`src/fsq_cfg.svh`:
```
`ifndef FSQ_CFG_SVH
`define FSQ_CFG_SVH

// queue geometry
`define FSQ_SIZE 16
`define FSQ_WIDTH 4

// address and stream offset widths
`define VADDR_SIZE 32
`define PREDICTION_WIDTH 4

// commit bus
`define COMMIT_WIDTH 4
`define COMMIT_NUM_BITS 3

// retired instructions not yet matched to a stream
`define COMMIT_ACC_BITS 8

`endif

```
`src/fetch_stream_pkg.sv`:
```
`default_nettype none

`include "fsq_cfg.svh"

package fetch_stream_pkg;

    // dir flips every time idx wraps
    typedef struct packed {
        logic                  dir;
        logic [`FSQ_WIDTH-1:0] idx;
    } fsq_idx_t;

    // size is the offset of the last instruction in the stream
    typedef struct packed {
        logic [`VADDR_SIZE-1:0]       start_addr;
        logic [`PREDICTION_WIDTH-1:0] size;
        logic                         taken;
        logic [`VADDR_SIZE-1:0]       target;
    } fetch_stream_t;

    typedef struct packed {
        logic          en;
        fsq_idx_t      idx;
        fetch_stream_t stream;
    } fetch_req_t;

    function automatic fsq_idx_t fsq_idx_inc(input fsq_idx_t ptr);
        fsq_idx_t nxt;
        if (ptr.idx == `FSQ_WIDTH'(`FSQ_SIZE - 1)) begin
            nxt.idx = '0;
            nxt.dir = ~ptr.dir;
        end else begin
            nxt.idx = ptr.idx + 1'b1;
            nxt.dir = ptr.dir;
        end
        return nxt;
    endfunction

endpackage

`default_nettype wire

```
`src/branch_resolve_pkg.sv`:
```
`default_nettype none

`include "fsq_cfg.svh"

package branch_resolve_pkg;

    import fetch_stream_pkg::*;

    // mispredict reported by the back end
    typedef struct packed {
        logic                         en;
        fsq_idx_t                     idx;
        logic [`PREDICTION_WIDTH-1:0] offset;
        logic                         taken;
        logic [`VADDR_SIZE-1:0]       target;
    } br_redirect_t;

    // resolved outcome kept per queue entry
    typedef struct packed {
        logic                         mispredict;
        logic                         taken;
        logic [`VADDR_SIZE-1:0]       target;
        logic [`PREDICTION_WIDTH-1:0] offset;
    } wb_info_t;

    // predictor training word
    typedef struct packed {
        logic [`VADDR_SIZE-1:0] start_addr;
        logic                   taken;
        logic [`VADDR_SIZE-1:0] target;
        logic                   mispredict;
    } bp_update_t;

endpackage

`default_nettype wire

```
`src/fsq_alloc.sv`:
```
`timescale 1ns/100ps
`default_nettype none

`include "fsq_cfg.svh"

module fsq_alloc
    import fetch_stream_pkg::*, branch_resolve_pkg::*;
(
    input  wire logic                   clk,
    input  wire logic                   rst,
    input  wire logic                   pred_en,
    input  wire br_redirect_t           br_redirect,
    input  wire fsq_idx_t               commit_ptr,
    output fsq_idx_t                    tail_ptr,
    output logic                        pred_stall,
    output logic                        enq_we,
    output logic                        squash,
    output logic [`VADDR_SIZE-1:0]      squash_target
);

    fsq_idx_t tail_inc;
    fsq_idx_t redirect_inc;

    // full when both pointers sit on the same slot one lap apart
    assign pred_stall = (tail_ptr.idx == commit_ptr.idx) && (tail_ptr.dir != commit_ptr.dir);

    assign enq_we = pred_en & ~pred_stall;

    assign tail_inc     = fsq_idx_inc(tail_ptr);
    assign redirect_inc = fsq_idx_inc(br_redirect.idx);

    // cut back to the stream after the mispredicted one
    always_ff @(posedge clk or posedge rst) begin
        if (rst) begin
            tail_ptr <= '0;
        end else if (br_redirect.en) begin
            tail_ptr <= redirect_inc;
        end else if (enq_we) begin
            tail_ptr <= tail_inc;
        end
    end

    always_ff @(posedge clk or posedge rst) begin
        if (rst) begin
            squash <= 1'b0;
        end else begin
            squash <= br_redirect.en;
        end
    end

    always_ff @(posedge clk) begin
        if (br_redirect.en) begin
            squash_target <= br_redirect.target;
        end
    end

    // the back end can only resolve streams that were already enqueued
    a_redirect_not_tail: assert property (
        @(posedge clk) disable iff (rst)
        br_redirect.en |-> (br_redirect.idx != tail_ptr)
    ) else $error("redirect names the tail entry");

endmodule

`default_nettype wire

```
`src/fsq_fetch_issue.sv`:
```
`timescale 1ns/100ps
`default_nettype none

`include "fsq_cfg.svh"

module fsq_fetch_issue
    import fetch_stream_pkg::*;
(
    input  wire logic          clk,
    input  wire logic          rst,
    input  wire fsq_idx_t      tail_ptr,
    input  wire logic          cache_ready,
    input  wire logic          ibuf_full,
    input  wire logic          redirect,
    input  wire fetch_stream_t fetch_stream,
    output fsq_idx_t           search_ptr,
    output logic               fetch_load,
    output logic               cache_flush,
    output fetch_req_t         fetch_req
);

    fsq_idx_t search_q;
    logic     realign;
    logic     pending;
    logic     req_en;
    fsq_idx_t req_idx;

    // after a redirect the tail already holds entry plus one
    assign search_ptr = realign ? tail_ptr : search_q;

    assign pending     = (search_ptr != tail_ptr);
    assign fetch_load  = cache_ready & ~ibuf_full & ~redirect;
    assign cache_flush = redirect;

    always_ff @(posedge clk or posedge rst) begin
        if (rst) begin
            search_q <= '0;
            realign  <= 1'b0;
            req_en   <= 1'b0;
            req_idx  <= '0;
        end else begin
            realign <= redirect;
            if (redirect) begin
                req_en <= 1'b0;
            end else if (fetch_load) begin
                req_en  <= pending;
                req_idx <= search_ptr;
            end
            if (!redirect) begin
                if (fetch_load && pending) begin
                    search_q <= fsq_idx_inc(search_ptr);
                end else begin
                    search_q <= search_ptr;
                end
            end
        end
    end

    assign fetch_req.en     = req_en;
    assign fetch_req.idx    = req_idx;
    assign fetch_req.stream = fetch_stream;

    a_flush_drops_req: assert property (
        @(posedge clk) disable iff (rst)
        cache_flush |=> !fetch_req.en
    ) else $error("fetch request survived a cache flush");

endmodule

`default_nettype wire

```
`src/fsq_entry_store.sv`:
```
`timescale 1ns/100ps
`default_nettype none

`include "fsq_cfg.svh"

module fsq_entry_store
    import fetch_stream_pkg::*, branch_resolve_pkg::*;
(
    input  wire logic          clk,
    input  wire logic          rst,
    input  wire logic          enq_we,
    input  wire fsq_idx_t      tail_ptr,
    input  wire fetch_stream_t pred_stream,
    input  wire logic          fetch_load,
    input  wire fsq_idx_t      search_ptr,
    input  wire br_redirect_t  br_redirect,
    input  wire fsq_idx_t      commit_ptr,
    output fetch_stream_t      fetch_stream,
    output fetch_stream_t      commit_stream,
    output wb_info_t           commit_wb
);

    fetch_stream_t          streams [`FSQ_SIZE];
    wb_info_t               wb_mem  [`FSQ_SIZE];
    logic [`FSQ_SIZE-1:0]   mispredict_q;

    always_ff @(posedge clk) begin
        if (enq_we) begin
            streams[tail_ptr.idx] <= pred_stream;
        end
    end

    always_ff @(posedge clk) begin
        if (br_redirect.en) begin
            wb_mem[br_redirect.idx.idx].taken      <= br_redirect.taken;
            wb_mem[br_redirect.idx.idx].target     <= br_redirect.target;
            wb_mem[br_redirect.idx.idx].offset     <= br_redirect.offset;
        end
    end

    // a freshly written stream starts with no resolved mispredict
    always_ff @(posedge clk or posedge rst) begin
        if (rst) begin
            mispredict_q <= '0;
        end else begin
            if (enq_we) begin
                mispredict_q[tail_ptr.idx] <= 1'b0;
            end
            if (br_redirect.en) begin
                mispredict_q[br_redirect.idx.idx] <= 1'b1;
            end
        end
    end

    // registered read for the cache port
    always_ff @(posedge clk) begin
        if (fetch_load) begin
            fetch_stream <= streams[search_ptr.idx];
        end
    end

    // commit ports read the head directly
    assign commit_stream = streams[commit_ptr.idx];

    always_comb begin
        commit_wb            = wb_mem[commit_ptr.idx];
        commit_wb.mispredict = mispredict_q[commit_ptr.idx];
    end

endmodule

`default_nettype wire

```
`src/fsq_commit.sv`:
```
`timescale 1ns/100ps
`default_nettype none

`include "fsq_cfg.svh"

module fsq_commit
    import fetch_stream_pkg::*, branch_resolve_pkg::*;
(
    input  wire logic                        clk,
    input  wire logic                        rst,
    input  wire logic [`COMMIT_NUM_BITS-1:0] commit_num,
    input  wire fetch_stream_t               commit_stream,
    input  wire wb_info_t                    commit_wb,
    output fsq_idx_t                         commit_ptr,
    output logic                             bp_update_en,
    output bp_update_t                       bp_update
);

    localparam int ACC_W = `COMMIT_ACC_BITS;

    logic [ACC_W-1:0]             acc;
    logic [ACC_W:0]               acc_sum;
    logic [ACC_W-1:0]             retire_amt;
    logic [`PREDICTION_WIDTH-1:0] retire_off;
    logic [ACC_W-1:0]             retire_thr;
    logic                         retire;

    // a mispredicted stream ends at the resolved branch
    assign retire_off = commit_wb.mispredict ? commit_wb.offset : commit_stream.size;
    assign retire_thr = {{(ACC_W - `PREDICTION_WIDTH){1'b0}}, retire_off};
    assign retire     = acc > retire_thr;
    assign retire_amt = retire ? retire_thr + 1'b1 : '0;

    assign acc_sum = {1'b0, acc} + {{(ACC_W + 1 - `COMMIT_NUM_BITS){1'b0}}, commit_num};

    always_ff @(posedge clk or posedge rst) begin
        if (rst) begin
            acc          <= '0;
            commit_ptr   <= '0;
            bp_update_en <= 1'b0;
        end else begin
            acc          <= acc_sum[ACC_W-1:0] - retire_amt;
            bp_update_en <= retire;
            if (retire) begin
                commit_ptr <= fsq_idx_inc(commit_ptr);
            end
        end
    end

    always_ff @(posedge clk) begin
        if (retire) begin
            bp_update.start_addr <= commit_stream.start_addr;
            bp_update.mispredict <= commit_wb.mispredict;
            if (commit_wb.mispredict) begin
                bp_update.taken  <= commit_wb.taken;
                bp_update.target <= commit_wb.target;
            end else begin
                bp_update.taken  <= commit_stream.taken;
                bp_update.target <= commit_stream.target;
            end
        end
    end

    a_acc_no_overflow: assert property (
        @(posedge clk) disable iff (rst)
        !acc_sum[ACC_W]
    ) else $error("retired instruction count overflows the accumulator");

    a_commit_num_range: assert property (
        @(posedge clk) disable iff (rst)
        commit_num <= `COMMIT_NUM_BITS'(`COMMIT_WIDTH)
    ) else $error("commit bus retires more than the commit width");

endmodule

`default_nettype wire

```
`src/fsq_top.sv`:
```
`timescale 1ns/100ps
`default_nettype none

`include "fsq_cfg.svh"

module fsq_top
    import fetch_stream_pkg::*, branch_resolve_pkg::*;
(
    input  wire logic                        clk,
    input  wire logic                        rst,
    // predictor
    input  wire logic                        pred_en,
    input  wire fetch_stream_t               pred_stream,
    output fsq_idx_t                         pred_idx,
    output logic                             pred_stall,
    output logic                             squash,
    output logic [`VADDR_SIZE-1:0]           squash_target,
    output logic                             bp_update_en,
    output bp_update_t                       bp_update,
    // instruction cache
    input  wire logic                        cache_ready,
    input  wire logic                        ibuf_full,
    output fetch_req_t                       fetch_req,
    output logic                             cache_flush,
    // back end
    input  wire br_redirect_t                br_redirect,
    input  wire logic [`COMMIT_NUM_BITS-1:0] commit_num
);

    fsq_idx_t      tail_ptr;
    fsq_idx_t      search_ptr;
    fsq_idx_t      commit_ptr;
    logic          enq_we;
    logic          fetch_load;
    fetch_stream_t fetch_stream;
    fetch_stream_t commit_stream;
    wb_info_t      commit_wb;

    assign pred_idx = tail_ptr;

    fsq_alloc i_fsq_alloc (
        .clk           (clk),
        .rst           (rst),
        .pred_en       (pred_en),
        .br_redirect   (br_redirect),
        .commit_ptr    (commit_ptr),
        .tail_ptr      (tail_ptr),
        .pred_stall    (pred_stall),
        .enq_we        (enq_we),
        .squash        (squash),
        .squash_target (squash_target)
    );

    fsq_fetch_issue i_fsq_fetch_issue (
        .clk          (clk),
        .rst          (rst),
        .tail_ptr     (tail_ptr),
        .cache_ready  (cache_ready),
        .ibuf_full    (ibuf_full),
        .redirect     (br_redirect.en),
        .fetch_stream (fetch_stream),
        .search_ptr   (search_ptr),
        .fetch_load   (fetch_load),
        .cache_flush  (cache_flush),
        .fetch_req    (fetch_req)
    );

    fsq_entry_store i_fsq_entry_store (
        .clk           (clk),
        .rst           (rst),
        .enq_we        (enq_we),
        .tail_ptr      (tail_ptr),
        .pred_stream   (pred_stream),
        .fetch_load    (fetch_load),
        .search_ptr    (search_ptr),
        .br_redirect   (br_redirect),
        .commit_ptr    (commit_ptr),
        .fetch_stream  (fetch_stream),
        .commit_stream (commit_stream),
        .commit_wb     (commit_wb)
    );

    fsq_commit i_fsq_commit (
        .clk           (clk),
        .rst           (rst),
        .commit_num    (commit_num),
        .commit_stream (commit_stream),
        .commit_wb     (commit_wb),
        .commit_ptr    (commit_ptr),
        .bp_update_en  (bp_update_en),
        .bp_update     (bp_update)
    );

endmodule

`default_nettype wire

```
`config.mk`:
```
export PLATFORM = sky130hd
export DESIGN_NAME = fsq_top
export DESIGN_NICKNAME = d
export VERILOG_FILES = /design/src/fetch_stream_pkg.sv /design/src/branch_resolve_pkg.sv /design/src/fsq_alloc.sv /design/src/fsq_fetch_issue.sv /design/src/fsq_entry_store.sv /design/src/fsq_commit.sv /design/src/fsq_top.sv
export VERILOG_INCLUDE_DIRS = /design/src
export SDC_FILE = /design/constraint.sdc
export NUM_CORES = 2
export LEC_CHECK = 0
export BUFFER_PORTS_ARGS = -buffer_cell sky130_fd_sc_hd__clkbuf_2
export CORE_MARGIN = 5
export CORE_UTILIZATION = 37
export DETAILED_ROUTE_END_ITERATION = 16
export SYNTH_ARGS = -nofsm -noshare
export SYNTH_HDL_FRONTEND = slang
export SYNTH_SLANG_ARGS = --single-unit
```
`constraint.sdc`:
```
create_clock -name clk -period 12.92 [get_ports clk]
set_input_delay 1.292 -clock clk [delete_from_list [all_inputs] [get_ports clk]]
set_output_delay 1.292 -clock clk [all_outputs]
set_load 0.01 [all_outputs]
```
# After elaboration in Yosys (flattened, before gate mapping)

Memory sizes are Yosys's and may differ from the RTL's. A register that Yosys moved wholly into a read port is not among the register bits.
Cells that the tools add are included.

Input port bits: 120
Register bits after elaboration: 145
Memories: 2
Memory bits (writable): 1,696
Latch bits: 0
Bits in read-only memories: 0

$mul: 0
Div/mod/pow operators: 0
Reductions and logical operators: 10
Order comparisons: 6
Muxes and demuxes: 25
Shifts and indexed selects: 0
$add $sub $neg: 7
Bitwise operators: 13
Eq/ne operators: 7

Memory list:

| name                      | depth | width | rd ports | clocked after Yosys merged registers in | write ports | line                  | source |
|---|---|---|---|---|---|---|---|
| i_fsq_entry_store.streams | 16    | 69    | 2        | 1                                       | 1           | fsq_entry_store.sv:23 | `` fetch_stream_t streams [`FSQ_SIZE]; `` |
| i_fsq_entry_store.wb_mem  | 16    | 37    | 1        | 0                                       | 1           | fsq_entry_store.sv:24 | `` wb_info_t wb_mem [`FSQ_SIZE]; `` |

Operators by type and width:

| operator              | number |
|---|---|
| $mux W5               | 7 |
| $mux W33              | 1 |
| $mux W16              | 2 |
| $add A4 B1 Y4 const B | 4 |
| $and A16 B16 Y16      | 1 |
| $eq A4 B4 Y1 const B  | 4 |
| $not A16 Y16          | 1 |
| $or A16 B16 Y16       | 1 |
| $lt A4 B5 Y1 const B  | 3 |
| $mux W1               | 9 |
| $add A8 B3 Y8         | 1 |
| $demux W1 S4          | 2 |
| $ge A4 B1 Y1 const B  | 2 |
| $gt A8 B4 Y1          | 1 |
| $mux W4               | 2 |
| $mux W8               | 1 |
| $sub A8 B8 Y8         | 1 |
| $not A1 Y1            | 7 |
| $reduce_and A2 Y1     | 3 |
| $reduce_bool A2 Y1    | 3 |
| $add A4 B1 Y5 const B | 1 |
| $ne A5 B5 Y1          | 1 |
| $bmux W1 S4           | 1 |
| $eq A4 B4 Y1          | 1 |
| 3 further kinds       | 8 |

# Logic depth before layout (Yosys ltp)

Depth in word-level cells: 9
Depth in mapped cells: 27
Depth with buffers taken out: 24

# Modules after synthesis

A second synthesis with hierarchy kept.

Cells, all modules: 3,782
Area total of the unflattened synthesis: 80,529.7 um^2

By module, submodules not included:

| module          | cells each | area an instance (um^2) | instances |
|---|---|---|---|
| fsq_entry_store | 3,338      | 74,312.5                | 1 |
| fsq_commit      | 207        | 3,467.1                 | 1 |
| fsq_alloc       | 95         | 1,486.4                 | 1 |
| fsq_fetch_issue | 142        | 1,263.7                 | 1 |

# Least setup slack after synthesis

OpenSTA, ideal clock, no wires.

Kind: input to register
Start: input pred_en
End: memory i_fsq_entry_store.streams[0][0] (netlist name) (enable)
Setup time: 583 ps
Data arrival time: 6,574 ps
Setup slack: 5,763 ps
Required time: 12,337 ps
Buffers on the path: 0
Stages on the path: 3
Path through: a21boi_2 -> nand2_1 -> nor3_1

Longest elaborated chain between the ends: 3

Ends and longest elaborated chain:

| item                          | line                  | source |
|---|---|---|
| start: declaration            | fsq_top.sv:12         | `input wire logic pred_en,` |
| $and A1 B1 Y1                 | fsq_alloc.sv:27       | `assign enq_we = pred_en & ~pred_stall;` |
| $mux W1                       | fsq_entry_store.sv:28 | `if (enq_we) begin` |
| $mux W1 (implied by the code) | fsq_entry_store.sv:29 | `streams[tail_ptr.idx] <= pred_stream;` |
| end: declaration              | fsq_entry_store.sv:23 |  |

Every way passes these cells.

# Final worst setup path

Start: register, netlist name i_fsq_commit.commit_ptr[1]
End: register i_fsq_commit.acc[7]

Longest elaborated chain between the ends: 6
Elaborated cells between the ends (all ways): 9
Classes of those cells: add/sub: 2; order compare: 1; mux: 4; memory: 2

Ends and longest elaborated chain:

| item                          | line                  | source |
|---|---|---|
| $bmux W1 S4                   | fsq_entry_store.sv:67 | `commit_wb.mispredict = mispredict_q[commit_ptr.idx];` |
| $mux W1 (implied by the code) | fsq_entry_store.sv:67 |  |
| $mux W4 *                     | fsq_commit.sv:29      | `assign retire_off = commit_wb.mispredict ? commit_wb.offset : commit_stream.size;` |
| $gt A8 B4 Y1 *                | fsq_commit.sv:31      | `assign retire = acc > retire_thr;` |
| named net i_fsq_commit.retire | fsq_commit.sv:26      | `logic retire;` |
| $mux W8 *                     | fsq_commit.sv:32      | `assign retire_amt = retire ? retire_thr + 1'b1 : '0;` |
| $sub A8 B8 Y8 *               | fsq_commit.sv:42      | `acc <= acc_sum[ACC_W-1:0] - retire_amt;` |
| end signal: assignment        | fsq_commit.sv:42      |  |
| end: declaration              | fsq_commit.sv:21      | `logic [ACC_W-1:0] acc;` |

The timed path passes the listed nets; every way through them passes the cells marked *. The select of a mux whose other input is x is not followed.
A chain may end at the register's enable or synchronous reset.

==> flow_summary.toml <==
[routing]
dr.pass1.iters = 5
wl_met1_um = 99100
drtIter0Drc = 5069
ant_nets = 0
dr_wl_met2_um = 120000
wl_met3_um = 19800
vias = 49600
wire_per_inst_um = 28.6
top_layer_used = "met5"
drt_wl_total_um = 247000
drc = 0
avgViaCountPerCell = 5.74

[synth]
synth_commonest_cells = "edfxtp_1 (1863), nand2_1 (1266), mux4_2 (460)"
netlist_instances = 5263
avgSynthCellArea_um2 = 15.6
synth_mux_area_share_pct = 13.7
synth-edff-count = 1863
ys_seq_elements = 1910
synth_xor_area_share_pct = 0.256
yosys.area.top_type_share_pct = 68.2
post-synth-top-area-cell = "edfxtp_1"
synth_compound_area_share_pct = 4.04
async_flop_share_pct = 2.46
yosysUniqueCellTypes = 48
ys_warn_count = 0
syn-num-nets = 5412
synth_adder_area_share_pct = 0.470
ys.flop_type = "edfxtp_1"
synthesis.area_mm2 = 0.0821
ys_seq_area_share_pct = 69.6
synth_area_leaders = "edfxtp_1 (68%), mux4_2 (13%), nand2_1 (5.8%), a311oi_1 (2.2%), nand3_1 (2.1%)"
synth_simple_gate_area_share_pct = 9.86
synth_top_family_by_area = "multiplexers"
synth_most_common_cell = "edfxtp_1"

[power]
power.density_mw_per_mm2 = 214
p_clk_share_pct = 29.1
pwr-share-seq_pct = 38.2
netSwitchingFraction_pct = 33.5
combPwrFrac_pct = 32.7
vdd_drop_max_mv = 0.240
power.leakage_nw = 31.5
p_switching_mw = 6.70
p_int_mw = 13.3

[worst_hold_path]
hold_path_class = "flop to flop"

[clocking]
cts_buffers = 201
cts_hold_buffers = 0
clk_pin_slew_ps = 60
cts_max_level = 4
post-cts-setup-buffers = 0
cts_sinks = 1910
cts_tree = "built"
cts_max_path_buffers = 3
clkLatencyLatePin_ps = 870
root_buffer = "clkbuf_16"
cts-resized-gates = 0

[critical_path]
criticalPathCategory = "flop to flop"
arrival_ps = 8470
required_ps = 13630
crit_top_cell = "and2_1"
slowest_stage = "dfrtp_4"
crit_chain = "buf_12, buf_4, mux4_2, a22oi_1, nand2_1, nand2_1, and2_1, ha_1, nor2b_1, o21a_1, o21a_1, o21ai_1, and2_1, inv_4, and2_1, fa_1, inv_1, ha_1, a21o_1, a21oi_1, o21bai_1, a21oi_1, o21ai_0, xnor2_1"
path_max_fanout = 147
ff2ff_setup_slack_ps = 5170
worst-path-buf-inv = 4
max_stage_delay_ps = 1020
path_delay_family = "buffers and inverters"
end_kind = "flop"
start_kind = "flop"

[timing]
min_period_over_period_pct = 60.0
setup_tns_ps = 0
slew_violations = 0
timing.slew.headroom_pct = 16.0
finalHoldViolations = 0
clock_skew_ps = 55.1
rsz0062_at_grt = "false"
max_freq_mhz = 129
finalSetupViolCount = 0
fin_crit_ps = 7750
tightest_slew_ps = 1260

[finish]
syn_to_final_growth_pct = 14.0
nNetsFinal = 5634
drive_above_1_share_pct = 21.6
design_area_mm2 = 0.0935
fillers = 19500

[placement]
routabilityCongestion = 0.795
place_area_mm2 = 0.0868
io_buffers = 301
place_hpwl_um = 134000

[global_route]
grt_usage_pct = 20.9
grt_overflow = 0
grt_max_degree = 176
grt_pass1_vias = 49900
antenna_found_initial = 39
grt_pass1_wl_um = 354000

[outcome]
status = "completed"

[floorplan]
die_h_um = 481
start_util_pct = 37.3
fp-row-count = 172
die_w_um = 481
io_pins = 302
core_area_mm2 = 0.220
die_area_mm2 = 0.231

[run]
maxCapViolCount = 0
-- power groups by stage --
stage	Clock [mW]	Combinational (mW)	Sequential (mW)
global route	6.20	7.04	7.67
detailed placement	0	6.56	7.77
finish	5.82	6.53	7.64
CTS	5.94	6.58	7.65
global placement	0	6.52	7.77
floorplan	0	4.60	7.63
-- cell type report --
| cell class | count | area (um2) | share of cell area (%) |
|---|---|---|---|
| inverters | 36 | 155 | 0.166 |
| clock buffers | 237 | 5220 | 5.58 |
| clock inverters | 132 | 1440 | 1.54 |
| multi-input cells | 2934 | 23400 | 25.1 |
| diodes | 21 | 52.6 | 0.0562 |
| flip-flops and latches | 1910 | 57100 | 61.1 |
| well taps | 2958 | 3700 | 3.96 |
| repair buffers | 402 | 2370 | 2.53 |
-- registers in the layout, summed over array words and instances (netlist names) --
register,flops
i_fsq_entry_store.wb_mem,592
i_fsq_commit.commit_ptr,5
i_fsq_commit.bp_update,66
i_fsq_fetch_issue.realign,1
i_fsq_alloc.squash_target,32
i_fsq_fetch_issue.req_en,1
i_fsq_entry_store.mispredict_q,16
i_fsq_commit.bp_update_en,1
i_fsq_entry_store.streams,1104
i_fsq_alloc.tail_ptr,5
i_fsq_entry_store.fetch_stream,69
i_fsq_fetch_issue.search_q,5
i_fsq_fetch_issue.fetch_req,5
i_fsq_commit.acc,8
-- layer usage --
layer / track usage (%) / vias up
met3: 3.82 / 436
met2: 34.4 / 2288
met5: 0 / -
li1: - / 21000
met1: 28.3 / 25800
met4: 6.77 / 14
-- cells in the final DEF, fill, tap and decap left out, drive strengths merged, types with 20 or more instances in the layout --
master | Yosys | layout
ha | 26 | 26
dfrtp | 47 | 47
buf | 118 | 102
a31oi | 73 | 73
inv | 35 | 47
and3 | 172 | 172
nand3 | 347 | 347
and2 | 21 | 21
diode | 0 | 21
a311oi | 208 | 208
edfxtp | 1863 | 1863
mux4 | 460 | 460
mux2i | 81 | 81
bufinv | 0 | 20
clkbuf | 265 | 537
a21oi | 85 | 85
nand2 | 1266 | 1266
clkinv | 1 | 93
nor2 | 37 | 37
a22oi | 45 | 45
-- kinds of logic (layout without fill, tap and decap cells) --
kind of cell,Yosys count,in the layout
XOR/XNOR,24,24
multiplexers,546,546
flip-flops,1910,1910
buffers and inverters,419,807
adder cells (fa/ha/maj),29,29
AO/OA/AOI/OAI,451,451
AND/OR/NAND/NOR,1884,1884
other,0,21
-- worst paths after layout --
path                       depth (start not counted)                                      endpoint                                    startpoint
min in group asynchronous                          3   i_fsq_fetch_issue.fetch_req[72]$_DFFE_PP0P_                                           rst
setup reg to reg                                  24                 i_fsq_commit.acc[7]$_DFF_PP0_        i_fsq_commit.commit_ptr[1]$_DFFE_PP0P_
hold reg to reg                                    1  i_fsq_entry_store.mispredict_q[15]$_DFF_PP0_  i_fsq_entry_store.mispredict_q[15]$_DFF_PP0_
max in group asynchronous                          3        i_fsq_commit.commit_ptr[1]$_DFFE_PP0P_                                           rst
setup / recovery                                  24                 i_fsq_commit.acc[7]$_DFF_PP0_        i_fsq_commit.commit_ptr[1]$_DFFE_PP0P_
hold / removal                                     1  i_fsq_entry_store.mispredict_q[15]$_DFF_PP0_  i_fsq_entry_store.mispredict_q[15]$_DFF_PP0_
-- stage by stage --
stage	power (mW)	cells	hold slack (ps)	worst slack (ps)	util, %
4_1_cts	20.2	8609	487	5250	42.4
5_1_grt	20.9	8616	516	4770	42.5
3_5_place_dp	14.3	8240	474	5280	39.4
3_3_place_gp	14.3	8240	460	5260	39.4
2_1_floorplan	12.2	5263	445	5760	-
6_report	20.0	8630	488	5170	42.5
No activity file was read; power rests on OpenSTA's default activity.
